File: src/hw/uProc_defs.svh
/*
 * uProc debug path parameters.
 * Widths, device identifier and synchronizer depth.
 */
`ifndef UPROC_DEFS_SVH
`define UPROC_DEFS_SVH

// JTAG register widths.
`define UPROC_IR_WIDTH 4
`define UPROC_DR_WIDTH 32

// SRAM bus widths.
`define UPROC_SRAM_AW 16
`define UPROC_SRAM_DW 16

// Flip-flops per synchronized pin.
`define UPROC_SYNC_STAGES 2

// Device identifier with the LSB set as JTAG requires.
`define UPROC_IDCODE 32'h1057_A0C3

`endif

File: src/hw/uProcPkg.sv
/*
 * uProc debug path types.
 * TAP states, instruction codes and data register views.
 */
`include "uProc_defs.svh"

package uProcPkg;

    // IEEE 1149.1 TAP states in the conventional encoding.
    typedef enum logic [3:0] {
        tapExit2Dr   = 4'h0, tapExit1Dr   = 4'h1, tapShiftDr   = 4'h2,
        tapPauseDr   = 4'h3, tapSelectIr  = 4'h4, tapUpdateDr  = 4'h5,
        tapCaptureDr = 4'h6, tapSelectDr  = 4'h7, tapExit2Ir   = 4'h8,
        tapExit1Ir   = 4'h9, tapShiftIr   = 4'hA, tapPauseIr   = 4'hB,
        tapIdle      = 4'hC, tapUpdateIr  = 4'hD, tapCaptureIr = 4'hE,
        tapReset     = 4'hF
    } tapState_e;

    // Supported instructions.
    // Unknown codes decode to bypass.
    typedef enum logic [`UPROC_IR_WIDTH-1:0] {
        irIdcode    = 4'h1,
        irSramWrite = 4'h2,
        irSramRead  = 4'h3,
        irControl   = 4'h4,
        irBypass    = 4'hF
    } jtagIr_e;

    // SRAM scan word with the address in the upper half.
    typedef struct packed {
        logic [`UPROC_SRAM_AW-1:0] addr;
        logic [`UPROC_SRAM_DW-1:0] data;
    } memView_s;

    // Control scan word with status above the control bits.
    typedef struct packed {
        logic [26:0] reserved;
        logic        isBooted;
        logic        isPaused;
        logic        enPaused;
        logic        enSPIRelay;
        logic        enScanRelay;
    } ctrlView_s;

    // One data register decoded per instruction.
    typedef union packed {
        logic [`UPROC_DR_WIDTH-1:0] raw;
        memView_s                   mem;
        ctrlView_s                  ctrl;
    } jtagDr_u;

    // Single-cycle request from the port to the bridge.
    typedef struct packed {
        logic                      wr;
        logic                      rd;
        logic [`UPROC_SRAM_AW-1:0] addr;
        logic [`UPROC_SRAM_DW-1:0] data;
    } sramReq_s;

endpackage

File: src/hw/jtagPort.sv
/*
 * JTAG debug port.
 * IR and DR shifting, instruction decode, control levels and TDO.
 * Update-DR scans become SRAM requests for the bridge.
 */
`timescale 1ns/10ps
`include "uProc_defs.svh"

module jtagPort (
    input  logic                      clk,
    input  logic                      rstN,
    input  logic                      tck,
    input  logic                      tdi,
    input  logic                      tms,
    output logic                      tdo,
    input  logic                      isBooted,
    input  logic                      isPaused,
    input  logic [`UPROC_SRAM_DW-1:0] readData,
    output uProcPkg::sramReq_s        sramReq,
    output logic                      enScanRelay,
    output logic                      enSPIRelay,
    output logic                      enPaused
);
    import uProcPkg::*;

    tapState_e                 tapState;
    logic                      tckRise;
    logic                      tckFall;
    logic [`UPROC_IR_WIDTH-1:0] irShift;
    jtagIr_e                   ir;
    jtagDr_u                   dr;
    logic                      bypassReg;
    logic [`UPROC_SRAM_AW-1:0] lastReadAddr;
    logic                      shiftOut;

    jtagTap tap (
        .clk     (clk),
        .rstN    (rstN),
        .tck     (tck),
        .tms     (tms),
        .state   (tapState),
        .tckRise (tckRise),
        .tckFall (tckFall)
    );

    // Unknown codes act as bypass.
    function automatic jtagIr_e decodeIr(input logic [`UPROC_IR_WIDTH-1:0] code);
        jtagIr_e result;
        if (code inside {irIdcode, irSramWrite, irSramRead, irControl, irBypass}) begin
            result = jtagIr_e'(code);
        end else begin
            result = irBypass;
        end
        return result;
    endfunction

    ////////////////////////////////////////////////////////////////////////////
    // Scan registers
    ////////////////////////////////////////////////////////////////////////////

    // Capture and shift on TCK rise.
    // TDI enters at the top, bit 0 leaves.
    always_ff @(posedge clk) begin
        if (tckRise) begin
            case (tapState)
                tapCaptureIr: irShift <= {{(`UPROC_IR_WIDTH-1){1'b0}}, 1'b1};
                tapShiftIr:   irShift <= {tdi, irShift[`UPROC_IR_WIDTH-1:1]};
                tapCaptureDr: begin
                    bypassReg <= 1'b0;
                    case (ir)
                        irIdcode: dr.raw <= `UPROC_IDCODE;
                        irSramRead: begin
                            dr.mem.addr <= lastReadAddr;
                            dr.mem.data <= readData;
                        end
                        irControl: dr.ctrl <= '{reserved: '0, isBooted: isBooted,
                                                isPaused: isPaused, enPaused: enPaused,
                                                enSPIRelay: enSPIRelay,
                                                enScanRelay: enScanRelay};
                        default: dr.raw <= '0;
                    endcase
                end
                tapShiftDr: begin
                    if (ir == irBypass) begin
                        bypassReg <= tdi;
                    end else begin
                        dr.raw <= {tdi, dr.raw[`UPROC_DR_WIDTH-1:1]};
                    end
                end
                // Address for the next read capture.
                tapUpdateDr: if (ir == irSramRead) lastReadAddr <= dr.mem.addr;
                default: ;
            endcase
        end
    end

    // Bit presented on TDO while shifting.
    always_comb begin
        case (tapState)
            tapShiftIr: shiftOut = irShift[0];
            tapShiftDr: shiftOut = (ir == irBypass) ? bypassReg : dr.raw[0];
            default:    shiftOut = 1'b0;
        endcase
    end

    ////////////////////////////////////////////////////////////////////////////
    // Instruction, control levels, requests and TDO
    ////////////////////////////////////////////////////////////////////////////

    always_ff @(posedge clk or negedge rstN) begin
        if (!rstN) begin
            ir          <= irIdcode;
            enScanRelay <= 1'b0;
            enSPIRelay  <= 1'b0;
            enPaused    <= 1'b0;
            sramReq     <= '0;
            tdo         <= 1'b0;
        end else begin
            // Requests last one clk.
            sramReq.wr <= 1'b0;
            sramReq.rd <= 1'b0;
            if (tapState == tapReset) begin
                ir          <= irIdcode;
                enScanRelay <= 1'b0;
                enSPIRelay  <= 1'b0;
                enPaused    <= 1'b0;
            end else if (tckRise && tapState == tapUpdateIr) begin
                ir <= decodeIr(irShift);
            end else if (tckRise && tapState == tapUpdateDr) begin
                case (ir)
                    irSramWrite: sramReq <= '{wr: 1'b1, rd: 1'b0,
                                              addr: dr.mem.addr, data: dr.mem.data};
                    irSramRead:  sramReq <= '{wr: 1'b0, rd: 1'b1,
                                              addr: dr.mem.addr, data: dr.mem.data};
                    irControl: begin
                        enScanRelay <= dr.ctrl.enScanRelay;
                        enSPIRelay  <= dr.ctrl.enSPIRelay;
                        enPaused    <= dr.ctrl.enPaused;
                    end
                    default: ;
                endcase
            end
            // TDO changes on the falling edge.
            if (tckFall) begin
                tdo <= shiftOut;
            end
        end
    end

endmodule

File: src/hw/jtagSync.sv
/*
 * JTAG pin synchronizer.
 * Register chain per pin into the clk domain.
 */
`timescale 1ns/10ps
`include "uProc_defs.svh"

module jtagSync (
    input  logic       clk,
    input  logic       rstN,
    input  logic [2:0] async,
    output logic [2:0] sync
);

    // One chain per pin with the oldest stage at the top.
    logic [2:0][`UPROC_SYNC_STAGES-1:0] stage;

    always_ff @(posedge clk or negedge rstN) begin
        if (!rstN) begin
            stage <= '0;
        end else begin
            for (int i = 0; i < 3; i++) begin
                stage[i] <= {stage[i][`UPROC_SYNC_STAGES-2:0], async[i]};
            end
        end
    end

    // Last stage drives the clk logic.
    always_comb begin
        for (int i = 0; i < 3; i++) begin
            sync[i] = stage[i][`UPROC_SYNC_STAGES-1];
        end
    end

endmodule

File: src/hw/jtagTap.sv
/*
 * JTAG TAP controller.
 * Detects TCK edges by oversampling and steps the sixteen-state FSM.
 */
`timescale 1ns/10ps

module jtagTap (
    input  logic                clk,
    input  logic                rstN,
    input  logic                tck,
    input  logic                tms,
    output uProcPkg::tapState_e state,
    output logic                tckRise,
    output logic                tckFall
);
    import uProcPkg::*;

    // Previous TCK sample.
    logic tckQ;

    ////////////////////////////////////////////////////////////////////////////
    // TCK edge pulses
    ////////////////////////////////////////////////////////////////////////////

    // One clk wide, one clk after the edge.
    always_ff @(posedge clk or negedge rstN) begin
        if (!rstN) begin
            tckQ    <= 1'b0;
            tckRise <= 1'b0;
            tckFall <= 1'b0;
        end else begin
            tckQ    <= tck;
            tckRise <= tck & ~tckQ;
            tckFall <= ~tck & tckQ;
        end
    end

    ////////////////////////////////////////////////////////////////////////////
    // TAP state machine
    ////////////////////////////////////////////////////////////////////////////

    // IEEE transition table.
    function automatic tapState_e nextState(input tapState_e cur, input logic tmsIn);
        tapState_e nxt;
        case (cur)
            tapReset:     nxt = tmsIn ? tapReset    : tapIdle;
            tapIdle:      nxt = tmsIn ? tapSelectDr : tapIdle;
            tapSelectDr:  nxt = tmsIn ? tapSelectIr : tapCaptureDr;
            tapCaptureDr: nxt = tmsIn ? tapExit1Dr  : tapShiftDr;
            tapShiftDr:   nxt = tmsIn ? tapExit1Dr  : tapShiftDr;
            tapExit1Dr:   nxt = tmsIn ? tapUpdateDr : tapPauseDr;
            tapPauseDr:   nxt = tmsIn ? tapExit2Dr  : tapPauseDr;
            tapExit2Dr:   nxt = tmsIn ? tapUpdateDr : tapShiftDr;
            tapUpdateDr:  nxt = tmsIn ? tapSelectDr : tapIdle;
            tapSelectIr:  nxt = tmsIn ? tapReset    : tapCaptureIr;
            tapCaptureIr: nxt = tmsIn ? tapExit1Ir  : tapShiftIr;
            tapShiftIr:   nxt = tmsIn ? tapExit1Ir  : tapShiftIr;
            tapExit1Ir:   nxt = tmsIn ? tapUpdateIr : tapPauseIr;
            tapPauseIr:   nxt = tmsIn ? tapExit2Ir  : tapPauseIr;
            tapExit2Ir:   nxt = tmsIn ? tapUpdateIr : tapShiftIr;
            tapUpdateIr:  nxt = tmsIn ? tapSelectDr : tapIdle;
            default:      nxt = tapReset;
        endcase
        return nxt;
    endfunction

    // Advance on TCK rise only.
    // TMS is stable then, TCK levels last several clk.
    always_ff @(posedge clk or negedge rstN) begin
        if (!rstN) begin
            state <= tapReset;
        end else if (tckRise) begin
            state <= nextState(state, tms);
        end
    end

endmodule

File: src/hw/sramBridge.sv
/*
 * SRAM bridge.
 * Turns port requests into one-cycle SRAM strobes, captures read data.
 */
`timescale 1ns/10ps
`include "uProc_defs.svh"

module sramBridge (
    input  logic                      clk,
    input  logic                      rstN,
    input  uProcPkg::sramReq_s        sramReq,
    output logic [`UPROC_SRAM_DW-1:0] readData,
    output logic [`UPROC_SRAM_AW-1:0] sramAddr,
    output logic [`UPROC_SRAM_DW-1:0] sramDataOut,
    input  logic [`UPROC_SRAM_DW-1:0] sramDataIn,
    output logic                      sramDataOe,
    output logic                      sramWr,
    output logic                      sramEn
);
    import uProcPkg::*;

    // Strobes follow the request by one clk.
    // Requests are one clk wide, so each strobe is too.
    always_ff @(posedge clk or negedge rstN) begin
        if (!rstN) begin
            sramEn     <= 1'b0;
            sramWr     <= 1'b0;
            sramDataOe <= 1'b0;
        end else begin
            sramEn     <= sramReq.wr | sramReq.rd;
            sramWr     <= sramReq.wr;
            sramDataOe <= sramReq.wr;
        end
    end

    // Address and write data held until the next request.
    always_ff @(posedge clk) begin
        if (sramReq.wr || sramReq.rd) begin
            sramAddr <= sramReq.addr;
        end
        if (sramReq.wr) begin
            sramDataOut <= sramReq.data;
        end
    end

    // Read data sampled at the end of the access cycle.
    always_ff @(posedge clk) begin
        if (sramEn && !sramWr) begin
            readData <= sramDataIn;
        end
    end

endmodule

File: src/hw/uProc.sv
/*
 * uProc debug and programming path, top level.
 * JTAG pin synchronizer, JTAG port and SRAM bridge.
 */
`timescale 1ns/10ps
`include "uProc_defs.svh"

module uProc (
    input  logic                      clk,
    input  logic                      rstN,
    // JTAG pins.
    input  logic                      tck,
    input  logic                      tdi,
    input  logic                      tms,
    output logic                      tdo,
    // Core status.
    input  logic                      isBooted,
    input  logic                      isPaused,
    // SRAM bus with the data pin split into in, out and enable.
    output logic [`UPROC_SRAM_AW-1:0] sramAddr,
    output logic [`UPROC_SRAM_DW-1:0] sramDataOut,
    input  logic [`UPROC_SRAM_DW-1:0] sramDataIn,
    output logic                      sramDataOe,
    output logic                      sramWr,
    output logic                      sramEn,
    // Control levels to the core.
    output logic                      enScanRelay,
    output logic                      enSPIRelay,
    output logic                      enPaused
);
    import uProcPkg::*;

    // Synchronized pins with TCK on top and TMS at the bottom.
    logic [2:0]                syncPins;
    sramReq_s                  sramReq;
    logic [`UPROC_SRAM_DW-1:0] readData;

    jtagSync sync (
        .clk   (clk),
        .rstN  (rstN),
        .async ({tck, tdi, tms}),
        .sync  (syncPins)
    );

    jtagPort port (
        .clk         (clk),
        .rstN        (rstN),
        .tck         (syncPins[2]),
        .tdi         (syncPins[1]),
        .tms         (syncPins[0]),
        .tdo         (tdo),
        .isBooted    (isBooted),
        .isPaused    (isPaused),
        .readData    (readData),
        .sramReq     (sramReq),
        .enScanRelay (enScanRelay),
        .enSPIRelay  (enSPIRelay),
        .enPaused    (enPaused)
    );

    sramBridge bridge (
        .clk         (clk),
        .rstN        (rstN),
        .sramReq     (sramReq),
        .readData    (readData),
        .sramAddr    (sramAddr),
        .sramDataOut (sramDataOut),
        .sramDataIn  (sramDataIn),
        .sramDataOe  (sramDataOe),
        .sramWr      (sramWr),
        .sramEn      (sramEn)
    );

endmodule

File: config.mk
export PLATFORM = sky130hd
export DESIGN_NAME = uProc
export DESIGN_NICKNAME = d
export VERILOG_FILES = /design/src/hw/uProcPkg.sv /design/src/hw/jtagPort.sv /design/src/hw/jtagSync.sv /design/src/hw/jtagTap.sv /design/src/hw/sramBridge.sv /design/src/hw/uProc.sv
export VERILOG_INCLUDE_DIRS = /design/src /design/src/hw
export SDC_FILE = /design/constraint.sdc
export NUM_CORES = 1
export LEC_CHECK = 0
export BUFFER_PORTS_ARGS = -buffer_cell sky130_fd_sc_hd__buf_2
export CAP_MARGIN = 5
export CORE_UTILIZATION = 40
export CTS_BUF_LIST = sky130_fd_sc_hd__clkbuf_4 sky130_fd_sc_hd__clkbuf_8
export CTS_CLUSTER_DIAMETER = 60
export DETAILED_ROUTE_END_ITERATION = 7
export PLACE_DENSITY = 0.65
export REMOVE_ABC_BUFFERS = 1
export SLEW_MARGIN = 25
export SYNTH_ARGS = -nofsm -noshare
export SYNTH_HDL_FRONTEND = slang
export SYNTH_SLANG_ARGS = --single-unit
File: constraint.sdc
create_clock -name clk -period 4.07 [get_ports clk]
set_clock_uncertainty 0.2 [all_clocks]
set_input_delay 0.6105 -clock clk [delete_from_list [all_inputs] [get_ports clk]]
set_output_delay 0.6105 -clock clk [all_outputs]
set_load 0.03 [all_outputs]
== Word level (Yosys, flattened, before mapping) ==
Index checks and enable logic that the tools add are counted.

* Equal/unequal tests: 28
* Multiplexer cells: 40
* Bitwise gates (word level): 7
* Reduce and logical (&&, ||, !) cells: 22

{| class="wikitable"
|+ Operator list
! cell !! number
|-
| $mux 34 || 3
|-
| $pmux 32 s3 || 1
|-
| $pmux 34 s2 || 1
|-
| $pmux 32 s2 || 1
|-
| $pmux 4 s12 || 1
|-
| $eq 4x4->1 const B || 10
|-
| $mux 32 || 1
|-
| $eq 4x2->1 const B || 6
|-
| $eq 4x3->1 const B || 6
|-
| $mux 4 || 4
|-
| $mux 1 || 15
|-
| $eq 4x1->1 const B || 3
|-
| $mux 2 || 6
|-
| $mux 3 || 4
|-
| $reduce_and 3->1 || 4
|-
| $reduce_bool 2->1 || 6
|-
| $pmux 4 s2 || 1
|-
| $reduce_bool 5->1 || 1
|-
| $logic_not 4->1 || 1
|-
| $ne 2x1->1 const B || 2
|-
| $not 1->1 || 4
|-
| $pmux 1 s2 || 2
|-
| $reduce_and 4->1 || 1
|-
| $reduce_or 2->1 || 2
|-
| 8 further kinds || 11
|}

* Flip-flop bits (word level): 158
* Word-level logic and storage cells: 122

== Depth between registers and ports, before layout ==
Gate-level depths: netlist of run 1.

* Depth after elaboration: 5
* Gate-level depth with buffers: 5

== By module ==
From an unflattened synthesis of run 1, not the netlist that was laid out.

* Cell total of the unflattened synthesis: 389
* Area, all modules: 6023.3 um^2

{| class="wikitable"
|+ Modules (own cells, without submodules)
! module !! times used !! cells each !! area each (um^2) !! sequential area each (um^2)
|-
| jtagPort || 1 || 299 || 3993.8 || 2643.8
|-
| sramBridge || 1 || 53 || 1511.4 || 1491.4
|-
| jtagTap || 1 || 28 || 345.3 || 180.2
|-
| jtagSync || 1 || 9 || 172.7 || 150.1
|}

== Worst setup path after synthesis of run 1 ==
OpenSTA, ideal clock, no wires.

* Path kind: reg-to-reg
* Start: reg port.tap.state[0]
* End: reg port.dr[0] (netlist bit), enable pin
* Setup time: 461 ps
* Arrival time: 3155 ps
* Data required time: 3409 ps
* Setup slack: 254 ps
* Cell stages (with the launch flop): 5
* Path buffers: 2
* Period minus slack after synthesis: 3816 ps
* Cells stage by stage: dfstp_2 -> buf_2 -> clkbuf_1 -> nand3b_1 -> nor3_1

* Longest elaborated chain between the ends: 3
* Elaborated cells on any way between the ends: 5
* Those cells by class: eq/ne: 3; reduce/logical: 2

{| class="wikitable"
|+ Ends and longest elaborated chain
! item !! RTL line !! text
|-
| from (decl) || jtagTap.sv:12 || <nowiki>output uProcPkg::tapState_e state,</nowiki>
|-
| from (signal assigned) || jtagTap.sv:71 || <nowiki>state <= tapReset;</nowiki>
|-
| from (signal assigned) || jtagTap.sv:73 || <nowiki>state <= nextState(state, tms);</nowiki>
|-
| $eq 4x2->1 / $eq 4x3->1 (equally long branches) || jtagPort.sv:65 || <nowiki>case (tapState)</nowiki>
|-
| $ne 2x2->1 (no line) / $reduce_bool 2->1 (equally long branches) || -- ||
|-
| $reduce_and 3->1 (no line) (*) || -- ||
|-
| to (decl) || jtagPort.sv:31 || <nowiki>jtagDr_u dr;</nowiki>
|}

Every way passes the cells marked *; elsewhere a longest branch is shown, timed or not.
A chain may end at the register's enable or synchronous reset.

== Worst setup path in the final report of run 1 ==
* Start: reg port.ir[1]
* End: reg port.lastReadAddr[4], enable pin

* Longest elaborated chain between the ends: 2

{| class="wikitable"
|+ Ends and longest elaborated chain
! item !! RTL line !! text
|-
| from (decl) || jtagPort.sv:30 || <nowiki>jtagIr_e ir;</nowiki>
|-
| from (signal assigned) || jtagPort.sv:112 || <nowiki>ir <= irIdcode;</nowiki>
|-
| from (signal assigned) || jtagPort.sv:123 || <nowiki>ir <= irIdcode;</nowiki>
|-
| from (signal assigned) || jtagPort.sv:128 || <nowiki>ir <= decodeIr(irShift);</nowiki>
|-
| $eq 4x2->1 || jtagPort.sv:91 || <nowiki>tapUpdateDr: if (ir == irSramRead) lastReadAddr <= dr.mem.addr;</nowiki>
|-
| $reduce_and 3->1 (no line) || -- ||
|-
| to (signal assigned) || jtagPort.sv:91 ||
|-
| to (decl) || jtagPort.sv:33 || <nowiki>logic [`UPROC_SRAM_AW-1:0] lastReadAddr;</nowiki>
|}

Every way passes these cells.

==> flow_summary.json, run 1 <==
{
  "worstPathArrival_ns": 2.51,
  "grt_max_degree": 63,
  "overflow": 0,
  "tns_ns": 0,
  "fin_hold_ws_ns": 0.0744,
  "cp_max_fo": 22,
  "routedWlPerCell_um": 16.0,
  "cts_root_buf": "clkbuf_8",
  "worstSetupPathType": "reg2reg",
  "diodes": 0,
  "first_global_vias": 3370,
  "finalMaxSlewViolations": 0,
  "r2r-end": "port.lastReadAddr[4]",
  "gr-usage-all-layers": 0.143,
  "clk_pin_slew_ns": 0.08,
  "async_flop_share": 0.361,
  "postRouteAntennaNets": 0,
  "htree_levels": 4,
  "first_pass_iters": 8,
  "clk_path_buf_depth": 2,
  "ys_seq_elements": 158,
  "synth_top_area_share": 0.499,
  "synthCells": 392,
  "power.density_nw_per_um2": 555,
  "slew_headroom": 0.433,
  "whs_path_depth": 1,
  "final_cell_area_um2": 6990,
  "ys_seq_area_frac": 0.734,
  "gp_congestion": 0.773,
  "die_w_um": 125,
  "antenna_found_initial": 0,
  "r2r_start": "port.ir[1]",
  "drcViolationCount": 4,
  "drive_gt1_frac": 0.297,
  "clkLatencyLatePin_ns": 0.44,
  "cap_violations": 0,
  "min_to": "sync.stage[0]",
  "ys_types": 45,
  "violations": "DRC",
  "hold_path.class": "in2reg",
  "clock-sinks": 158,
  "synth_edf_count": 101,
  "fin_util": 0.475,
  "core_area_um2": 14700,
  "leakagePower_nw": 2.88,
  "synth_largest_area_cell": "edfxtp_1",
  "r2r_slack_ns": 1.43,
  "syn_avg_cell_area_um2": 15.5,
  "critPathRequiredTime_ns": 3.94,
  "post-dp-hpwl_mm": 6.78,
  "numCtsBuffers": 17,
  "end_kind": "register",
  "dieHeight_um": 125,
  "tightest_slew_ns": 0.849,
  "via_per_inst": 5.07,
  "outcome": "complete, but fails checks",
  "cts_tree": "done",
  "hold_viol": 0,
  "start_util": 0.414,
  "ys_warn_count": 0,
  "io_buffers": 61,
  "setup_violations": 0,
  "syn_area_um2": 6080,
  "ys.flop_type": "edfxtp_1",
  "finalNetCount": 478,
  "layout_min_cycle_time_ns": 2.64,
  "vias": 3304,
  "period_share": 0.649,
  "wl_mm": 10.4,
  "rsz0062_at_grt": "false",
  "fmax_mhz": 378,
  "r2r_cells": 2,
  "vdd_drop_max_mv": 0.362,
  "syn_to_final_growth_pct": 14.9,
  "io_pins": 62,
  "fin_cells": 652,
  "register_area_um2": 4470,
  "placed_area_um2": 6530,
  "dp_cells": 619,
  "multiInputGateArea_um2": 1470,
  "drt-initial-drc-count": 179,
  "rows": 44,
  "post_cts_buffers": 0,
  "fillers": 1242,
  "grt_pass1_wl_mm": 17.1,
  "yosys-top-cells-area": "edfxtp_1 50%, dfrtp_1 21%, mux2_4 7.2%",
  "hp-start": "tms",
  "worstSetupStartpointType": "register",
  "die_area_um2": 15700
}
[state kept, by name, summed over array words and instances, names as in the netlist, 3 cells and up]
name / count
bridge.readData: 16
port.sramReq: 34
port.dr: 32
bridge.sramAddr: 16
port.tap.state: 4
port.lastReadAddr: 16
port.irShift: 4
bridge.sramDataOut: 16
sync.sync: 3
port.ir: 4
sync.stage: 3
[layout make-up]
class                           instances  share of cell area
Inverter                                7             0.00376
Timing Repair Buffer                   66              0.0498
Multi-Input combinational cell        205               0.210
Tap cell                              184              0.0330
Clock buffer                           19              0.0365
Sequential cell                       158               0.639
Clock inverter                         13              0.0276
[cell usage after synthesis, drive strengths merged, types with 2 or more instances]
master	count
inv	7
buf	13
a31oi	2
nand2b	3
clkbuf	9
mux2i	4
edfxtp	101
nor2b	14
dfstp	5
dfrtp	52
o31ai	10
nand4	4
a22oi	4
nor4b	2
a21oi	6
nor3b	2
a221oi	2
nand2	55
nand3b	2
o21ai	24
and4bb	2
nor3	7
nor2	10
mux2	32
and3	5
[layer usage]
layer / up-vias / global-route usage / wire (um)
met4: 0 / 0.0560 / 142
met3: 12 / 0.0488 / 425
met5: - / 0 / 0
met1: 1658 / 0.179 / 4720
li1: 1564 / - / -
met2: 70 / 0.230 / 5150
[critical path: stages (launching register included)]
cell,delay (ns)
dfrtp_1,0.69
and4bb_2,0.67
and3_1,0.71
[what timing repair did]
item | CTS | global route
endpoints found under the hold margin | 43 | 0
hold buffers | 1 | 0
gates resized for setup | 0 | 0
[metrics by stage]
stage	power (mW)	setup slack, ns
after CTS	3.92	1.42
after detailed placement	2.63	1.43
after floorplan	2.47	0.429
after global placement	2.60	1.49
after global routing	4.06	1.26
final	3.88	1.43
[report_power, final]
group          switching [mW]  leakage (nW)  internal, mW  total (mW)
Clock                   0.544         0.226         0.746        1.29
Combinational           0.247         0.938         0.247       0.493
Sequential              0.172          1.71          1.92        2.10
[cells by family (layout without fill, tap and decap cells)]
group | after synthesis | in the layout | share of synthesized area
compound gates | 57 | 57 | 0.0597
xor+xnor | 1 | 1 | 0.00144
buf+inv | 29 | 105 | 0.0251
flops | 158 | 158 | 0.734
mux | 36 | 36 | 0.0837
simple gates | 111 | 111 | 0.0959
[worst max path at each step]
stage | start | endpoint | cells after the start
6_report | port.ir[1] | port.lastReadAddr[4] | 2
5_1_grt | port.ir[1] | port.lastReadAddr[4] | 2
4_1_cts | port.ir[1] | port.lastReadAddr[4] | 2
3_5_place_dp | port.ir[1] | port.lastReadAddr[7] | 2
3_3_place_gp | port.ir[1] | port.lastReadAddr[7] | 2
2_1_floorplan | port.tap.state[1] | port.dr[0] | 2
[placed cells by master (no fill, tap or decap), drive strengths merged, types with 2 or more instances in the layout]
cell,synthesis,layout
nor2,10,10
nand2b,3,3
o31ai,10,10
o21ai,24,24
dfrtp,52,52
a22oi,4,4
clkbuf,9,19
nand3b,2,2
nor2b,14,14
nor3b,2,2
edfxtp,101,101
and3,5,5
nand4,4,4
nor3,7,7
buf,13,65
dfstp,5,5
mux2,32,32
a21oi,6,6
a31oi,2,2
a221oi,2,2
nor4b,2,2
nand2,55,55
inv,7,8
clkinv,0,6
bufinv,0,5
mux2i,4,4
and4bb,2,2
Note: power is estimated with default switching activity, not from simulation.
==> inputs of run 2 (changes only) <==
--- a/config.mk
+++ b/config.mk
@@ -12,7 +12,7 @@
 export CTS_BUF_LIST = sky130_fd_sc_hd__clkbuf_4 sky130_fd_sc_hd__clkbuf_8
 export CTS_CLUSTER_DIAMETER = 60
 export DETAILED_ROUTE_END_ITERATION = 7
-export PLACE_DENSITY = 0.65
+export PLACE_DENSITY = 0.63
 export REMOVE_ABC_BUFFERS = 1
 export SLEW_MARGIN = 25
 export SYNTH_ARGS = -nofsm -noshare
==> constraint.sdc (replaced) <==
create_clock -name clk -period 2.8 [get_ports clk]
set_clock_uncertainty 0.2 [all_clocks]
set_input_delay 0.42 -clock clk [delete_from_list [all_inputs] [get_ports clk]]
set_output_delay 0.42 -clock clk [all_outputs]
set_load 0.03 [all_outputs]
==> run 2 against run 1 <==
  * Highest routed layer unchanged
  * Fmax grew 15%
  * Non-clock buffer count grew 24
  * Cell count grew 3.7%
  * The flow now finishes without violations
  * Critical path type unchanged
  * Critical path depth grew 2
  * First-iteration DRC count shrank 5.0%
  * Clock-buffer cell count shrank 1
  * Global-route usage grew 0.16 points
  * Register-to-register slack lost 0.92 ns
  * Core utilization grew 1.7 points
  * Largest power group unchanged
  * Sequential cell count is the same
  * Hold slack gained 0.070 ns
  * Critical endpoint is now port.sramReq[11]
==> flow_summary.json, run 2 (synthesized netlist as in run 1, its figures left out) <==
{
  "outcome": "finished clean",
  "r2r_cells": 4,
  "gp_congestion": 0.735,
  "postRouteAntennaNets": 0,
  "setup_violations": 0,
  "grt_max_degree": 65,
  "cap_violations": 0,
  "gr-usage-all-layers": 0.145,
  "worstSetupPathType": "reg2reg",
  "path_cells": "and4bb_2, nand4_4, buf_12, mux2_4",
  "largest_register_ffs": 34,
  "leakagePower_nw": 2.99,
  "critPathMaxStageDelay_ns": 0.69,
  "routedWlPerCell_um": 15.6,
  "die_w_um": 125,
  "worstPathArrival_ns": 2.42,
  "vias": 3338,
  "whs_path_depth": 3,
  "fin_hold_ws_ns": 0.144,
  "period_share": 0.820,
  "multiInputGateArea_um2": 1470,
  "r2r-end": "port.sramReq[11]",
  "diodes": 0,
  "cts_resized": 0,
  "power.density_nw_per_um2": 782,
  "hp-start": "isBooted",
  "fin_util": 0.492,
  "top_register": "port.sramReq",
  "post_cts_buffers": 0,
  "clk_pin_slew_ns": 0.08,
  "overflow": 0,
  "htree_levels": 4,
  "end_kind": "register",
  "cts_tree": "done",
  "dp_cells": 624,
  "hold_viol": 0,
  "finalMaxSlewViolations": 0,
  "fmax_mhz": 436,
  "drcViolationCount": 0,
  "fillers": 1271,
  "rows": 44,
  "layout_min_cycle_time_ns": 2.30,
  "die_area_um2": 15700,
  "register_area_um2": 4470,
  "wl_mm": 10.6,
  "core_area_um2": 14700,
  "cts_root_buf": "clkbuf_8",
  "via_per_inst": 4.94,
  "crit_family": "flip-flops",
  "clkLatencyLatePin_ns": 0.44,
  "r2r_start": "port.tap.state[2]",
  "hold_path.class": "in2reg",
  "worstSetupStartpointType": "register",
  "vdd_drop_max_mv": 0.692,
  "io_pins": 62,
  "slew_headroom": 0.596,
  "r2r_slack_ns": 0.50,
  "dieHeight_um": 125,
  "critPathRequiredTime_ns": 2.92,
  "start_util": 0.414,
  "drive_gt1_frac": 0.297,
  "drt-initial-drc-count": 170,
  "post-dp-hpwl_mm": 6.81,
  "top_regs": "port.sramReq: 34 flops, port.dr: 32 flops",
  "syn_to_final_growth_pct": 18.9,
  "min_to": "port.dr[4]",
  "first_global_vias": 3334,
  "finalNetCount": 502,
  "numCtsBuffers": 17,
  "grt_pass1_wl_mm": 17.1,
  "clock-sinks": 158,
  "antenna_found_initial": 0,
  "io_buffers": 61,
  "first_pass_iters": 6,
  "cp_max_fo": 23,
  "crit_buf_inv": 1,
  "tightest_slew_ns": 0.604,
  "clk_path_buf_depth": 2,
  "rsz0062_at_grt": "false",
  "fin_cells": 676,
  "crit_slowest_cell": "dfstp_2",
  "final_common_cell": "edfxtp_1",
  "layout_common_cells": "101 x edfxtp_1, 61 x buf_2, 55 x nand2_1, 52 x dfrtp_1, 29 x mux2_4"
}
## run 2: changes by cell type in the layout (fill, tap and decap cells not counted), sizes merged
cell / delta
clkinvlp: +1
clkinv: +1
inv: -1
clkbuf: -1
buf: +5
dlygate4sd3: +19
## run 2: worst max path at each step
stage | from | end | slack (ns) | cells after the start
floorplan | port.tap.state[1] | port.dr[0] | -0.84 | 2
global route | port.tap.state[2] | port.sramReq[24] | 0.40 | 4
global placement | port.tap.state[2] | port.sramReq[18] | 0.57 | 4
CTS | port.tap.state[2] | port.sramReq[11] | 0.50 | 4
finish | port.tap.state[2] | port.sramReq[11] | 0.50 | 4
detailed placement | port.tap.state[2] | port.sramReq[19] | 0.51 | 4
## run 2: stage by stage
step                      setup WS (ns)  cell area (um2)  setup TNS [ns]  power [mW]
after floorplan                  -0.841             5960          -26.91        3.58
after global placement            0.571             6590               0        3.80
after detailed placement          0.513             6590               0        3.84
after CTS                         0.496             7230               0        5.72
after global routing              0.397             7230               0        5.94
final                             0.505             7230               0        5.65
## run 2: worst min-delay path, stage by stage
cell and delay [ns]:
buf_2 0.08, a22oi_1 0.05, o21ai_0 0.13
## run 2: final cells by class
cell class / instances / area share
multi-input combinational: 205 / 0.203
tap: 184 / 0.0318
timing repair buffer: 90 / 0.0827
sequential: 158 / 0.618
clock buffer: 18 / 0.0334
clock inverter: 14 / 0.0275
inverter: 7 / 0.00363
## run 2: routing by layer
| layer | up-vias | wire length, um | part of all wire | GRT usage |
|---|---|---|---|---|
| met5 | - | 0 | 0 | 0 |
| met4 | 0 | 117 | 0.011 | 0.0646 |
| met3 | 10 | 327 | 0.031 | 0.0398 |
| met2 | 69 | 5310 | 0.50 | 0.233 |
| met1 | 1656 | 4790 | 0.45 | 0.184 |
| li1 | 1603 | - | - | - |
## run 2: power by group
part / switching, mW / total (mW) / internal (mW) / leakage, nW
clock: 0.795 / 1.85 / 1.06 / 0.223
combinational: 0.371 / 0.756 / 0.385 / 1.05
sequential: 0.247 / 3.04 / 2.80 / 1.71
## run 2: timing repair
action | in CTS | in global routing
endpoints found under the setup margin | 0 | 0
hold buffers | 20 | 0
endpoints found under the hold margin | 38 | 0
==> inputs of run 3 (changes only) <==
--- a/config.mk
+++ b/config.mk
@@ -12,7 +12,7 @@
 export CTS_BUF_LIST = sky130_fd_sc_hd__clkbuf_4 sky130_fd_sc_hd__clkbuf_8
 export CTS_CLUSTER_DIAMETER = 60
 export DETAILED_ROUTE_END_ITERATION = 7
-export PLACE_DENSITY = 0.63
+export PLACE_DENSITY = 0.65
 export REMOVE_ABC_BUFFERS = 1
 export SLEW_MARGIN = 25
 export SYNTH_ARGS = -nofsm -noshare
==> constraint.sdc (replaced) <==
create_clock -name clk -period 1.95 [get_ports clk]
set_clock_uncertainty 0.2 [all_clocks]
set_input_delay 0.2925 -clock clk [delete_from_list [all_inputs] [get_ports clk]]
set_output_delay 0.2925 -clock clk [all_outputs]
set_load 0.03 [all_outputs]
==> run 3 against run 2 <==
  * The run now ends with DRC left
  * Critical path depth is the same
  * Setup slack lost 0.44 ns
  * Sequential power grew 40%
  * Core utilization grew 0.12 points
  * Register-to-register slack lost 0.44 ns
  * Via count grew 2.2%
  * Clock power grew 16%
  * Total power grew 36%
  * Critical endpoint unchanged
  * Largest cell class unchanged
  * Largest power group unchanged
==> flow_summary.json, run 3 (synthesized netlist as in run 1, its figures left out) <==
{
  "start_util": 0.414,
  "first_pass_iters": 8,
  "cts_tree": "done",
  "violations": "DRC",
  "hold_path.class": "in2reg",
  "r2r_start": "port.tap.state[1]",
  "htree_levels": 4,
  "clock-sinks": 158,
  "finalMaxSlewViolations": 0,
  "rows": 44,
  "register_area_um2": 4470,
  "cp_max_fo": 11,
  "power.density_nw_per_um2": 1060,
  "drt-initial-drc-count": 181,
  "syn_to_final_growth_pct": 19.2,
  "multiInputGateArea_um2": 1470,
  "routedWlPerCell_um": 15.7,
  "dieHeight_um": 125,
  "slew_headroom": 0.705,
  "clkLatencyLatePin_ns": 0.45,
  "grt_max_degree": 49,
  "worstSetupStartpointType": "register",
  "fin_util": 0.493,
  "grt_pass1_wl_mm": 18.1,
  "antenna_found_initial": 0,
  "diodes": 0,
  "tns_ns": 0,
  "core_area_um2": 14700,
  "critPathRequiredTime_ns": 2.08,
  "final_common_cell": "edfxtp_1",
  "finalNetCount": 513,
  "first_global_vias": 3583,
  "numCtsBuffers": 17,
  "drcViolationCount": 4,
  "hold_viol": 0,
  "gr-usage-all-layers": 0.152,
  "top_regs": "port.sramReq: 34 flops, port.dr: 32 flops",
  "leakagePower_nw": 2.99,
  "clk_path_buf_depth": 2,
  "post-dp-hpwl_mm": 7.04,
  "cap_violations": 0,
  "gp_congestion": 0.818,
  "die_area_um2": 15700,
  "rsz0062_at_grt": "false",
  "cp-startpoint": "port.tap.state[1]",
  "top_register": "port.sramReq",
  "setup_violations": 0,
  "hp-start": "isBooted",
  "period_share": 0.968,
  "fillers": 1248,
  "drive_gt1_frac": 0.312,
  "wl_mm": 10.8,
  "die_w_um": 125,
  "vias": 3410,
  "tightest_slew_ns": 0.442,
  "via_per_inst": 4.96,
  "io_buffers": 61,
  "worstPathArrival_ns": 2.02,
  "layout_min_cycle_time_ns": 1.89,
  "largest_register_ffs": 34,
  "vdd_drop_max_mv": 0.464,
  "postRouteAntennaNets": 0,
  "layout_common_cells": "101 x edfxtp_1, 61 x buf_2, 55 x nand2_1, 51 x dfrtp_1, 29 x mux2_4",
  "cts_root_buf": "clkbuf_8",
  "outcome": "complete, but fails checks",
  "worstSetupPathType": "reg2reg",
  "clk_pin_slew_ns": 0.09,
  "overflow": 0,
  "io_pins": 62,
  "fmax_mhz": 530,
  "end_kind": "register"
}
==> run 3: cell count changes in the layout (fill, tap and decap cells not counted), sizes merged <==
cell and change:
clkinvlp +2, clkinv -2, inv +1, bufinv -5, buf +11, clkbuf +4
==> run 3: final timing paths <==
kind | to | slack [ns] | cells past startpoint
max | port.sramReq[11] | 0.06 | 4
min | port.dr[4] | 0.07 | 3
max reg2reg | port.sramReq[11] | 0.06 | 4
min reg2reg | sync.sync[1] | 0.16 | 0
max in group asynchronous | port.ir[0] | 1.01 | 3
min in group asynchronous | bridge.sramDataOe | 0.19 | 3
==> run 3: cell type report <==
cell class                      count  share of cell area
Tap cell                          184              0.0318
Timing Repair Buffer              101              0.0974
Multi-Input combinational cell    205               0.203
Inverter                            7             0.00363
Sequential cell                   158               0.616
Clock buffer                       22              0.0392
Clock inverter                     10             0.00898
==> run 3: power by group <==
group / switching [mW] / internal [mW] / leakage, nW
registers: 0.243 / 4.01 / 1.71
clock network: 1.17 / 0.981 / 0.171
logic: 0.671 / 0.624 / 1.11
total: 2.09 / 5.62 / 2.99
==> run 3: repair_timing <==
item                       4_1_cts  5_1_grt
setup buffers                    1        0
hold endpoints to repair        76        0
setup endpoints to repair       13        3
gates resized for setup          0        1
hold buffers                    20        0
==> run 3: metrics by stage <==
step	hold WS (ns)	instance area, um2	power (mW)	setup WS (ns)	cells
floorplan	-0.203	5960	5.15	-1.69	370
global placement	0.120	6690	5.52	0.0483	634
detailed placement	0.137	6690	5.59	0.00387	634
CTS	0.0292	7250	7.78	0.0615	687
global route	0.0821	7250	8.12	0.000707	687
finish	0.0668	7250	7.70	0.0623	687
==> run 3: routing by layer <==
layer	vias to the layer above	part of all wire	track usage
met3	19	0.044	0.0466
met4	0	0.018	0.0674
met1	1688	0.44	0.187
met2	73	0.50	0.247
li1	1630	-	-
met5	-	0	0
==> run 3: worst max-delay path, stage by stage (launching register included) <==
cell and delay, ns:
dfstp_2 0.58, and4bb_2 0.29, nand4_4 0.12, buf_4 0.25, mux2_4 0.32
